==> src/hw/rename_pkg.sv <==
`default_nettype none

package rename_pkg;

    localparam int num_aregs   = 16;
    localparam int num_pregs   = 32;
    localparam int queue_depth = 4;  // Input credits handed to decode
    localparam int rob_credits = 8;

    // Pointer widths carry one wrap bit
    localparam int qptr_w     = $clog2(queue_depth) + 1;
    localparam int flptr_w    = $clog2(num_pregs) + 1;
    localparam int rob_cnt_w  = $clog2(rob_credits + 1);

    typedef logic [$clog2(num_aregs)-1:0]   areg_t;
    typedef logic [$clog2(num_pregs)-1:0]   preg_t;
    typedef logic [31:0]                    data_t;
    typedef logic [$clog2(rob_credits)-1:0] rob_id_t;

    // Only op_reg operands go through the alias table
    typedef enum logic [1:0] {
        op_none = 2'd0,
        op_reg  = 2'd1,
        op_imm  = 2'd2
    } opkind_e;

    typedef enum logic [1:0] {
        st_init    = 2'd0,
        st_run     = 2'd1,
        st_recover = 2'd2
    } rn_state_e;

endpackage

`default_nettype wire

==> src/hw/uop_queue.sv <==
`default_nettype none

module uop_queue (
    input  logic               clk,
    input  logic               rst_n,
    input  logic               push,
    input  rename_pkg::opkind_e dst_kind,
    input  rename_pkg::areg_t  dst_areg,
    input  rename_pkg::opkind_e src1_kind,
    input  rename_pkg::areg_t  src1_areg,
    input  rename_pkg::opkind_e src2_kind,
    input  rename_pkg::areg_t  src2_areg,
    input  logic               pop,
    input  logic               nuke,
    output logic               empty,
    output rename_pkg::opkind_e head_dst_kind,
    output rename_pkg::areg_t  head_dst_areg,
    output rename_pkg::opkind_e head_src1_kind,
    output rename_pkg::areg_t  head_src1_areg,
    output rename_pkg::opkind_e head_src2_kind,
    output rename_pkg::areg_t  head_src2_areg
);
    import rename_pkg::*;

    opkind_e dst_kind_q [queue_depth];
    areg_t   dst_areg_q [queue_depth];
    opkind_e src1_kind_q [queue_depth];
    areg_t   src1_areg_q [queue_depth];
    opkind_e src2_kind_q [queue_depth];
    areg_t   src2_areg_q [queue_depth];

    logic [qptr_w-1:0] wr_ptr;
    logic [qptr_w-1:0] rd_ptr;

    // Decode credits keep the queue from overflowing
    always_ff @(posedge clk or negedge rst_n) begin
        if (!rst_n) begin
            wr_ptr <= '0;
            rd_ptr <= '0;
        end else if (nuke) begin
            wr_ptr <= '0;
            rd_ptr <= '0;
        end else begin
            if (push) wr_ptr <= wr_ptr + 1'b1;
            if (pop)  rd_ptr <= rd_ptr + 1'b1;
        end
    end

    always_ff @(posedge clk) begin
        if (push && !nuke) begin
            dst_kind_q[wr_ptr[qptr_w-2:0]]  <= dst_kind;
            dst_areg_q[wr_ptr[qptr_w-2:0]]  <= dst_areg;
            src1_kind_q[wr_ptr[qptr_w-2:0]] <= src1_kind;
            src1_areg_q[wr_ptr[qptr_w-2:0]] <= src1_areg;
            src2_kind_q[wr_ptr[qptr_w-2:0]] <= src2_kind;
            src2_areg_q[wr_ptr[qptr_w-2:0]] <= src2_areg;
        end
    end

    assign empty          = (wr_ptr == rd_ptr);
    assign head_dst_kind  = dst_kind_q[rd_ptr[qptr_w-2:0]];
    assign head_dst_areg  = dst_areg_q[rd_ptr[qptr_w-2:0]];
    assign head_src1_kind = src1_kind_q[rd_ptr[qptr_w-2:0]];
    assign head_src1_areg = src1_areg_q[rd_ptr[qptr_w-2:0]];
    assign head_src2_kind = src2_kind_q[rd_ptr[qptr_w-2:0]];
    assign head_src2_areg = src2_areg_q[rd_ptr[qptr_w-2:0]];

endmodule

`default_nettype wire

==> src/hw/rename_credit.sv <==
`default_nettype none

module rename_credit (
    input  logic                clk,
    input  logic                rst_n,
    input  logic                spend,
    input  logic                credit_ret,
    input  logic                nuke,
    output logic                has_credit,
    output rename_pkg::rob_id_t robid
);
    import rename_pkg::*;

    logic [rob_cnt_w-1:0] cnt;

    always_ff @(posedge clk or negedge rst_n) begin
        if (!rst_n) begin
            cnt   <= rob_cnt_w'(rob_credits);
            robid <= '0;
        end else if (nuke) begin
            cnt   <= rob_cnt_w'(rob_credits);
            robid <= '0;
        end else begin
            // Spend and return in one cycle cancel out
            if (spend && !credit_ret && cnt != '0) begin
                cnt <= cnt - 1'b1;
            end else if (credit_ret && !spend && cnt != rob_cnt_w'(rob_credits)) begin
                cnt <= cnt + 1'b1;
            end
            if (spend) robid <= robid + 1'b1;  // Wraps with the id width
        end
    end

    assign has_credit = (cnt != '0);

endmodule

`default_nettype wire

==> src/hw/rename_ctrl.sv <==
`default_nettype none

module rename_ctrl (
    input  logic                  clk,
    input  logic                  rst_n,
    input  logic                  nuke,
    output rename_pkg::rn_state_e state,
    output rename_pkg::preg_t     scan_idx,
    output logic                  scan_en
);
    import rename_pkg::*;

    rn_state_e state_nxt;
    preg_t     idx_nxt;
    logic      scan_last;

    assign scan_last = (scan_idx == preg_t'(num_pregs - 1));

    always_comb begin
        state_nxt = state;
        idx_nxt   = scan_idx;
        if (nuke) begin
            // Restart the scan even if one is already running
            state_nxt = st_recover;
            idx_nxt   = '0;
        end else begin
            case (state)
                st_init, st_recover: begin
                    if (scan_last) begin
                        state_nxt = st_run;
                        idx_nxt   = '0;
                    end else begin
                        idx_nxt = scan_idx + 1'b1;
                    end
                end
                default: begin
                    state_nxt = st_run;
                end
            endcase
        end
    end

    always_ff @(posedge clk or negedge rst_n) begin
        if (!rst_n) begin
            state    <= st_init;
            scan_idx <= '0;
        end else begin
            state    <= state_nxt;
            scan_idx <= idx_nxt;
        end
    end

    assign scan_en = (state != st_run);

endmodule

`default_nettype wire

==> src/hw/rename_map.sv <==
`default_nettype none

module rename_map (
    input  logic              clk,
    input  logic              rst_n,
    input  logic              ren_en,
    input  logic              ren_dst_en,
    input  rename_pkg::areg_t dst_areg,
    input  rename_pkg::areg_t src1_areg,
    input  rename_pkg::areg_t src2_areg,
    input  rename_pkg::preg_t new_preg,
    input  logic              commit_valid,
    input  rename_pkg::areg_t commit_areg,
    input  rename_pkg::preg_t commit_preg,
    input  logic              restore,
    output rename_pkg::preg_t psrc1,
    output rename_pkg::preg_t psrc2,
    output rename_pkg::preg_t pdst_old,
    output rename_pkg::preg_t commit_old,
    output logic [rename_pkg::num_pregs-1:0] used_vec
);
    import rename_pkg::*;

    preg_t spec_map [num_aregs];
    preg_t cmt_map  [num_aregs];
    preg_t cmt_nxt  [num_aregs];

    // Committed table as it stands after this cycle's commit
    always_comb begin
        for (int i = 0; i < num_aregs; i++) begin
            cmt_nxt[i] = cmt_map[i];
        end
        if (commit_valid) cmt_nxt[commit_areg] = commit_preg;
    end

    always_ff @(posedge clk or negedge rst_n) begin
        if (!rst_n) begin
            for (int i = 0; i < num_aregs; i++) begin
                spec_map[i] <= preg_t'(i);  // Identity
                cmt_map[i]  <= preg_t'(i);
            end
        end else begin
            for (int i = 0; i < num_aregs; i++) begin
                cmt_map[i] <= cmt_nxt[i];
            end
            if (restore) begin
                for (int i = 0; i < num_aregs; i++) begin
                    spec_map[i] <= cmt_nxt[i];
                end
            end else if (ren_en && ren_dst_en) begin
                spec_map[dst_areg] <= new_preg;
            end
        end
    end

    // Reads see the table before this op's own update
    assign psrc1      = spec_map[src1_areg];
    assign psrc2      = spec_map[src2_areg];
    assign pdst_old   = spec_map[dst_areg];
    assign commit_old = cmt_map[commit_areg];

    always_comb begin
        used_vec = '0;
        for (int i = 0; i < num_aregs; i++) begin
            used_vec[cmt_map[i]] = 1'b1;
        end
    end

endmodule

`default_nettype wire

==> src/hw/free_list.sv <==
`default_nettype none

module free_list (
    input  logic              clk,
    input  logic              rst_n,
    input  logic              alloc,
    input  logic              free_en,
    input  rename_pkg::preg_t free_preg,
    input  logic              scan_en,
    input  rename_pkg::preg_t scan_idx,
    input  logic              scan_free,
    input  logic              clear,
    output logic              empty,
    output rename_pkg::preg_t head
);
    import rename_pkg::*;

    preg_t ids [num_pregs];

    logic [flptr_w-1:0] wr_ptr;
    logic [flptr_w-1:0] rd_ptr;
    logic               push;
    preg_t              push_id;

    // Commit frees during a scan are dropped since the scan finds them
    assign push    = scan_en ? scan_free : free_en;
    assign push_id = scan_en ? scan_idx : free_preg;

    always_ff @(posedge clk or negedge rst_n) begin
        if (!rst_n) begin
            wr_ptr <= '0;
            rd_ptr <= '0;
        end else if (clear) begin
            wr_ptr <= '0;
            rd_ptr <= '0;
        end else begin
            if (alloc) rd_ptr <= rd_ptr + 1'b1;
            if (push)  wr_ptr <= wr_ptr + 1'b1;
        end
    end

    always_ff @(posedge clk) begin
        if (push && !clear) begin
            ids[wr_ptr[flptr_w-2:0]] <= push_id;
        end
    end

    assign empty = (wr_ptr == rd_ptr);
    assign head  = ids[rd_ptr[flptr_w-2:0]];

endmodule

`default_nettype wire

==> src/hw/prf_pend.sv <==
`default_nettype none

module prf_pend (
    input  logic              clk,
    input  logic              rst_n,
    input  logic              set_pend,
    input  rename_pkg::preg_t set_preg,
    input  logic              wb_valid,
    input  rename_pkg::preg_t wb_preg,
    input  rename_pkg::data_t wb_data,
    input  rename_pkg::preg_t psrc1,
    input  rename_pkg::preg_t psrc2,
    input  logic              rd_en,
    input  rename_pkg::preg_t rd_preg,
    output logic              pend1,
    output logic              pend2,
    output rename_pkg::data_t rd_data
);
    import rename_pkg::*;

    data_t                regs [num_pregs];
    logic [num_pregs-1:0] pend;

    always_ff @(posedge clk or negedge rst_n) begin
        if (!rst_n) begin
            pend <= '0;
            for (int i = 0; i < num_pregs; i++) begin
                regs[i] <= '0;
            end
        end else begin
            if (wb_valid) begin
                regs[wb_preg] <= wb_data;
                pend[wb_preg] <= 1'b0;
            end
            if (set_pend) pend[set_preg] <= 1'b1;  // New owner wins
        end
    end

    // Same-cycle writeback counts as already done
    assign pend1 = pend[psrc1] && !(wb_valid && wb_preg == psrc1);
    assign pend2 = pend[psrc2] && !(wb_valid && wb_preg == psrc2);

    always_ff @(posedge clk or negedge rst_n) begin
        if (!rst_n) begin
            rd_data <= '0;
        end else if (rd_en) begin
            if (wb_valid && wb_preg == rd_preg) begin
                rd_data <= wb_data;
            end else begin
                rd_data <= regs[rd_preg];
            end
        end
    end

endmodule

`default_nettype wire

==> src/hw/rename_top.sv <==
`default_nettype none

module rename_top (
    input  logic                clk,
    input  logic                rst_n,
    input  logic                nuke,
    input  logic                uop_valid,
    input  rename_pkg::opkind_e dst_kind,
    input  rename_pkg::areg_t   dst_areg,
    input  rename_pkg::opkind_e src1_kind,
    input  rename_pkg::areg_t   src1_areg,
    input  rename_pkg::opkind_e src2_kind,
    input  rename_pkg::areg_t   src2_areg,
    input  logic                rob_credit_ret,
    input  logic                wb_valid,
    input  rename_pkg::preg_t   wb_preg,
    input  rename_pkg::data_t   wb_data,
    input  logic                commit_valid,
    input  rename_pkg::areg_t   commit_areg,
    input  rename_pkg::preg_t   commit_preg,
    input  logic                rd_en,
    input  rename_pkg::preg_t   rd_preg,
    output logic                dec_credit,
    output logic                busy,
    output logic                rn_valid,
    output rename_pkg::rob_id_t rn_robid,
    output rename_pkg::preg_t   rn_pdst,
    output rename_pkg::preg_t   rn_pdst_old,
    output rename_pkg::preg_t   rn_psrc1,
    output rename_pkg::preg_t   rn_psrc2,
    output logic                rn_psrc1_pend,
    output logic                rn_psrc2_pend,
    output rename_pkg::data_t   rd_data
);
    import rename_pkg::*;

    logic      q_empty;
    opkind_e   h_dst_kind;
    areg_t     h_dst_areg;
    opkind_e   h_src1_kind;
    areg_t     h_src1_areg;
    opkind_e   h_src2_kind;
    areg_t     h_src2_areg;
    logic      has_credit;
    rob_id_t   robid;
    rn_state_e state;
    preg_t     scan_idx;
    logic      scan_en;
    preg_t     psrc1;
    preg_t     psrc2;
    preg_t     pdst_old;
    preg_t     commit_old;
    logic      fl_empty;
    preg_t     fl_head;
    logic      pend1;
    logic      pend2;
    logic      dst_is_reg;
    logic      fire;
    logic      dst_alloc;

    logic [num_pregs-1:0] used_vec;

    assign dst_is_reg = (h_dst_kind == op_reg);
    assign fire = (state == st_run) && !q_empty && has_credit && !nuke &&
                  (!dst_is_reg || !fl_empty);
    assign dst_alloc  = fire && dst_is_reg;
    assign dec_credit = fire;  // One credit back per dequeue
    assign busy       = (state != st_run);

    uop_queue u_queue (
        .clk            (clk),
        .rst_n          (rst_n),
        .push           (uop_valid),
        .dst_kind       (dst_kind),
        .dst_areg       (dst_areg),
        .src1_kind      (src1_kind),
        .src1_areg      (src1_areg),
        .src2_kind      (src2_kind),
        .src2_areg      (src2_areg),
        .pop            (fire),
        .nuke           (nuke),
        .empty          (q_empty),
        .head_dst_kind  (h_dst_kind),
        .head_dst_areg  (h_dst_areg),
        .head_src1_kind (h_src1_kind),
        .head_src1_areg (h_src1_areg),
        .head_src2_kind (h_src2_kind),
        .head_src2_areg (h_src2_areg)
    );

    rename_credit u_credit (
        .clk        (clk),
        .rst_n      (rst_n),
        .spend      (fire),
        .credit_ret (rob_credit_ret),
        .nuke       (nuke),
        .has_credit (has_credit),
        .robid      (robid)
    );

    rename_ctrl u_ctrl (
        .clk      (clk),
        .rst_n    (rst_n),
        .nuke     (nuke),
        .state    (state),
        .scan_idx (scan_idx),
        .scan_en  (scan_en)
    );

    rename_map u_map (
        .clk          (clk),
        .rst_n        (rst_n),
        .ren_en       (fire),
        .ren_dst_en   (dst_is_reg),
        .dst_areg     (h_dst_areg),
        .src1_areg    (h_src1_areg),
        .src2_areg    (h_src2_areg),
        .new_preg     (fl_head),
        .commit_valid (commit_valid),
        .commit_areg  (commit_areg),
        .commit_preg  (commit_preg),
        .restore      (nuke),
        .psrc1        (psrc1),
        .psrc2        (psrc2),
        .pdst_old     (pdst_old),
        .commit_old   (commit_old),
        .used_vec     (used_vec)
    );

    // Recovery refills with every register the committed map leaves out
    free_list u_free (
        .clk       (clk),
        .rst_n     (rst_n),
        .alloc     (dst_alloc),
        .free_en   (commit_valid),
        .free_preg (commit_old),
        .scan_en   (scan_en),
        .scan_idx  (scan_idx),
        .scan_free (!used_vec[scan_idx]),
        .clear     (nuke),
        .empty     (fl_empty),
        .head      (fl_head)
    );

    prf_pend u_prf (
        .clk      (clk),
        .rst_n    (rst_n),
        .set_pend (dst_alloc),
        .set_preg (fl_head),
        .wb_valid (wb_valid),
        .wb_preg  (wb_preg),
        .wb_data  (wb_data),
        .psrc1    (psrc1),
        .psrc2    (psrc2),
        .rd_en    (rd_en),
        .rd_preg  (rd_preg),
        .pend1    (pend1),
        .pend2    (pend2),
        .rd_data  (rd_data)
    );

    always_ff @(posedge clk or negedge rst_n) begin
        if (!rst_n) rn_valid <= 1'b0;
        else        rn_valid <= fire;  // Fire already drops on nuke
    end

    // Non-register operands report id 0 and no pending flag
    always_ff @(posedge clk) begin
        if (fire) begin
            rn_robid      <= robid;
            rn_pdst       <= dst_is_reg ? fl_head : '0;
            rn_pdst_old   <= dst_is_reg ? pdst_old : '0;
            rn_psrc1      <= (h_src1_kind == op_reg) ? psrc1 : '0;
            rn_psrc2      <= (h_src2_kind == op_reg) ? psrc2 : '0;
            rn_psrc1_pend <= (h_src1_kind == op_reg) && pend1;
            rn_psrc2_pend <= (h_src2_kind == op_reg) && pend2;
        end
    end

endmodule

`default_nettype wire

==> config.mk <==
export PLATFORM = sky130hd
export DESIGN_NAME = rename_top
export DESIGN_NICKNAME = d
export VERILOG_FILES = /design/src/hw/rename_pkg.sv /design/src/hw/uop_queue.sv /design/src/hw/rename_credit.sv /design/src/hw/rename_ctrl.sv /design/src/hw/rename_map.sv /design/src/hw/free_list.sv /design/src/hw/prf_pend.sv /design/src/hw/rename_top.sv
export SDC_FILE = /design/constraint.sdc
export NUM_CORES = 2
export LEC_CHECK = 0
export BUFFER_PORTS_ARGS = -buffer_cell sky130_fd_sc_hd__buf_4
export CORE_MARGIN = 2
export CORE_UTILIZATION = 50
export DETAILED_ROUTE_END_ITERATION = 10
export HOLD_SLACK_MARGIN = 0.05
export PLACE_DENSITY = 0.72
export SYNTH_ARGS = -nofsm -noshare
export SYNTH_HDL_FRONTEND = slang
export SYNTH_SLANG_ARGS = --single-unit
==> constraint.sdc <==
create_clock -name clk -period 3.1 [get_ports clk]
set_input_delay 0.155 -clock clk [delete_from_list [all_inputs] [get_ports clk]]
set_output_delay 0.155 -clock clk [all_outputs]
set_load 0.01 [all_outputs]
==> results.cfg <==
[outcome]
run_status = finished with violations
violations = setup timing

[synth]
synth_nets = 5448
synth_enable_flop_cells = 257
post_synth_instance_area_um2 = 75500
seq_area_frac_synth = 0.528
asyncSetResetFlopFracSynth = 0.833
synth_seq_cells = 1538
syn_inst = 5355
synthesis.area_per_instance_um2 = 14.1
synth_warnings = 0
synth.distinct_cells = 78
ys_dominant_reg_cell = sky130_fd_sc_hd__dfrtp_1

[routing]
vias = 52800
routed_wl_um = 261000
drt_iter0_drc = 5415
avgRoutedWirePerCell_um = 32.1
route.antenna.remaining_nets = 0
drc = 0
drt-pass1-iter-count = 6
route.detailed.vias_per_inst = 6.49

[floorplanning]
std_cell_rows = 142
fp.dieArea_um2 = 154000
die_h_um = 393
core-area_um2 = 150000
chipWidth_um = 393
pin_count = 137
floorplan.initialDensity = 0.504

[global_routing]
use_met1 = 0.484
grt_use_met2 = 0.516
first_global_vias = 53400
antenna_found_initial = 17
grt_use_met3 = 0.0741
grt_max_degree = 151
overflow = 0
globalRouteTotalUtil = 0.341
wire_length_of_the_first_global_routing_pass_um = 379000
grt_busiest_layer = met2

[pwr]
ir_drop_mv = 0.578
power_leakage_nw = 39.1
power-per-cell-area_nw_per_um2 = 680

[timing]
final.min_clock_period_ns = 3.48
layout_setup_ws_ns = -0.381
rsz_0062_raised_after_global_routing = yes
fmax_ghz = 0.287
fin_hold_viols = 0
worst_slew_pin_slew_ns = 1.11
final.period_utilization = 1.12
setup_viol = 168
slew_headroom = 0.256
final.setup.tns_ns = -53.11
holdWs_ns = 0.131
final-max-slew-violation-count = 0
worst_clock_skew_ns = 0.0603

[worst_setup_path]
crit_path_end_kind = register
critPathSlowestCell = sky130_fd_sc_hd__dfstp_2
crit_path_max_incr_delay_ns = 0.38
crit_path_cell_trace = buf_4, nand3b_1, buf_6, o22ai_1, nor4_1, buf_4, nand3_2, o211ai_1, a211oi_2, a31oi_4, buf_6, nand3_4, buf_12, nor3_4
setup.worst_path.start_class = register
worst_setup_path_startpoint = u_map.cmt_map[21]$_DFF_PN1_
reg2reg_from = u_map.cmt_map[21]$_DFF_PN1_
cp.required_ns = 3.56
worst_r2r_path_depth = 14
cp_max_fo = 6
criticalPathCategory = register to register
critical_path_arrival_ns = 3.94

[hold_path]
worst_hold_path_cells = 2
timing.hold.worst.start = dst_areg[1]
hold_path_class = input pin to register

[cts]
clock_path_buffers = 3
cts-buffers-inserted = 162
htreeDepth = 4
clkLatencyLatePin_ns = 0.82
cts_root_buffer = sky130_fd_sc_hd__clkbuf_16
tritoncts_num_sinks = 1538
clkTransAtPathRegs_ns = 0.06
tritoncts_clock_tree = yes

[placement]
gp_routability_congestion = 1.07
post-dp-hpwl_um = 178000
pre_cts_slack_ns = -0.689
port_buffers = 136
post-place-cells = 7701

[cells_and_area]
finish.utilization = 0.615
layout-drive-gt1-share = 0.511
area.growth.synth_to_final_pct = 22.1
final_common_cell = sky130_fd_sc_hd__dfrtp_1
layout.cells.non_filler = 8144
layout.nets = 6074
fill_cells = 11300
layout_common_cells = sky130_fd_sc_hd__dfrtp_1, sky130_fd_sc_hd__mux2_2, sky130_fd_sc_hd__buf_4

[job]
number_of_maximum_capacitance_violations = 0
where the power goes:
| part | total (mW) | switching [mW] | internal, mW |
|---|---|---|---|
| logic | 16.2 | 7.89 | 8.34 |
| registers | 26.3 | 2.28 | 24.0 |
| clock network | 20.2 | 8.49 | 11.7 |
synth_stat cells (62+ instances only):
library cell | count | area share
sky130_fd_sc_hd__nor3_1 | 66 | 0.0044
sky130_fd_sc_hd__dfrtp_1 | 1216 | 0.40
sky130_fd_sc_hd__clkbuf_1 | 384 | 0.019
sky130_fd_sc_hd__mux4_2 | 435 | 0.13
sky130_fd_sc_hd__o22ai_1 | 231 | 0.019
sky130_fd_sc_hd__buf_1 | 86 | 0.0043
sky130_fd_sc_hd__mux2i_1 | 131 | 0.017
sky130_fd_sc_hd__edfxtp_1 | 257 | 0.10
sky130_fd_sc_hd__nor2_1 | 203 | 0.010
sky130_fd_sc_hd__dfstp_2 | 65 | 0.023
sky130_fd_sc_hd__nand2b_1 | 62 | 0.0051
sky130_fd_sc_hd__nand2_1 | 175 | 0.0087
sky130_fd_sc_hd__o21ai_0 | 115 | 0.0076
sky130_fd_sc_hd__mux2_2 | 1155 | 0.17
per-layer routing:
metal | routed length, um | vias up
met2 | 119000 | 2446
met1 | 109000 | 28100
met5 | 123 | -
met4 | 11400 | 20
li1 | - | 21600
met3 | 22200 | 621
sequential cells by signal, summed over array words and instances, names as in the netlist, 4 cells and up:
signal / flops
u_prf.regs: 1024
u_free.ids: 160
u_map.cmt_map: 80
u_map.spec_map: 80
u_prf.pend: 32
u_prf.rd_data: 32
u_queue.dst_areg_q: 16
u_queue.src1_areg_q: 16
u_queue.src2_areg_q: 16
u_queue.dst_kind_q: 8
u_queue.src1_kind_q: 8
u_queue.src2_kind_q: 8
u_free.rd_ptr: 6
u_free.wr_ptr: 6
rn_pdst: 5
rn_pdst_old: 5
rn_psrc1: 5
rn_psrc2: 5
u_ctrl.scan_idx: 5
u_credit.cnt: 4
layout make-up:
class                           instances  area, um2  share of cell area
Antenna cell                            9       22.5            0.000244
Clock buffer                          236       4690              0.0509
Clock inverter                         66        916             0.00993
Inverter                               42        158             0.00171
Multi-Input combinational cell       3269      35000               0.379
Sequential cell                      1538      39900               0.432
Tap cell                             2016       2520              0.0274
Timing Repair Buffer                  968       9050              0.0981
cells by family after synthesis:
family	after synthesis	share of synthesized area
compound gates	636	0.0569
buf+inv	548	0.0286
flops	1538	0.528
xor+xnor	35	0.00406
simple gates	860	0.0605
fa+ha+maj	16	0.00275
mux	1722	0.319
final timing paths:
check                      slack, ns                                 end
hold reg to reg                 0.48               rn_robid[2]$_DFFE_PP_
setup reg to reg               -0.38         u_free.ids[16][2]$_DFFE_PP_
setup / recovery               -0.38         u_free.ids[16][2]$_DFFE_PP_
hold / removal                  0.13  u_queue.dst_areg_q[2][1]$_DFFE_PP_
max in group asynchronous       0.74            u_prf.pend[21]$_DFF_PN0_
min in group asynchronous       0.61      u_map.spec_map[62]$_DFFE_PN0P_
what timing repair did:
action | 4_1_cts | 5_1_grt
pin swaps | 65 | 49
hold buffers | 65 | 0
buffers inserted | 37 | 28
endpoints found under the setup margin | 173 | 212
hold endpoints to repair | 2213 | 0
gates resized for setup | 132 | 114
cloned | 2 | 2
through the flow:
stage                     total power [mW]  area, um2
after global routing                  64.8      92200
after CTS                             62.2      91400
after detailed placement              41.5      84200
after global placement                41.1      84200
final                                 62.8      92200
after floorplan                       34.2      75900
worst max-delay path, delay by kind of cell (launching register included):
kind | cells | cell delay, ns
flops | 1 | 0.38
simple gates | 5 | 1.15
buf+inv | 5 | 0.93
compound gates | 4 | 0.67
Power figures use the tool's default switching activity.
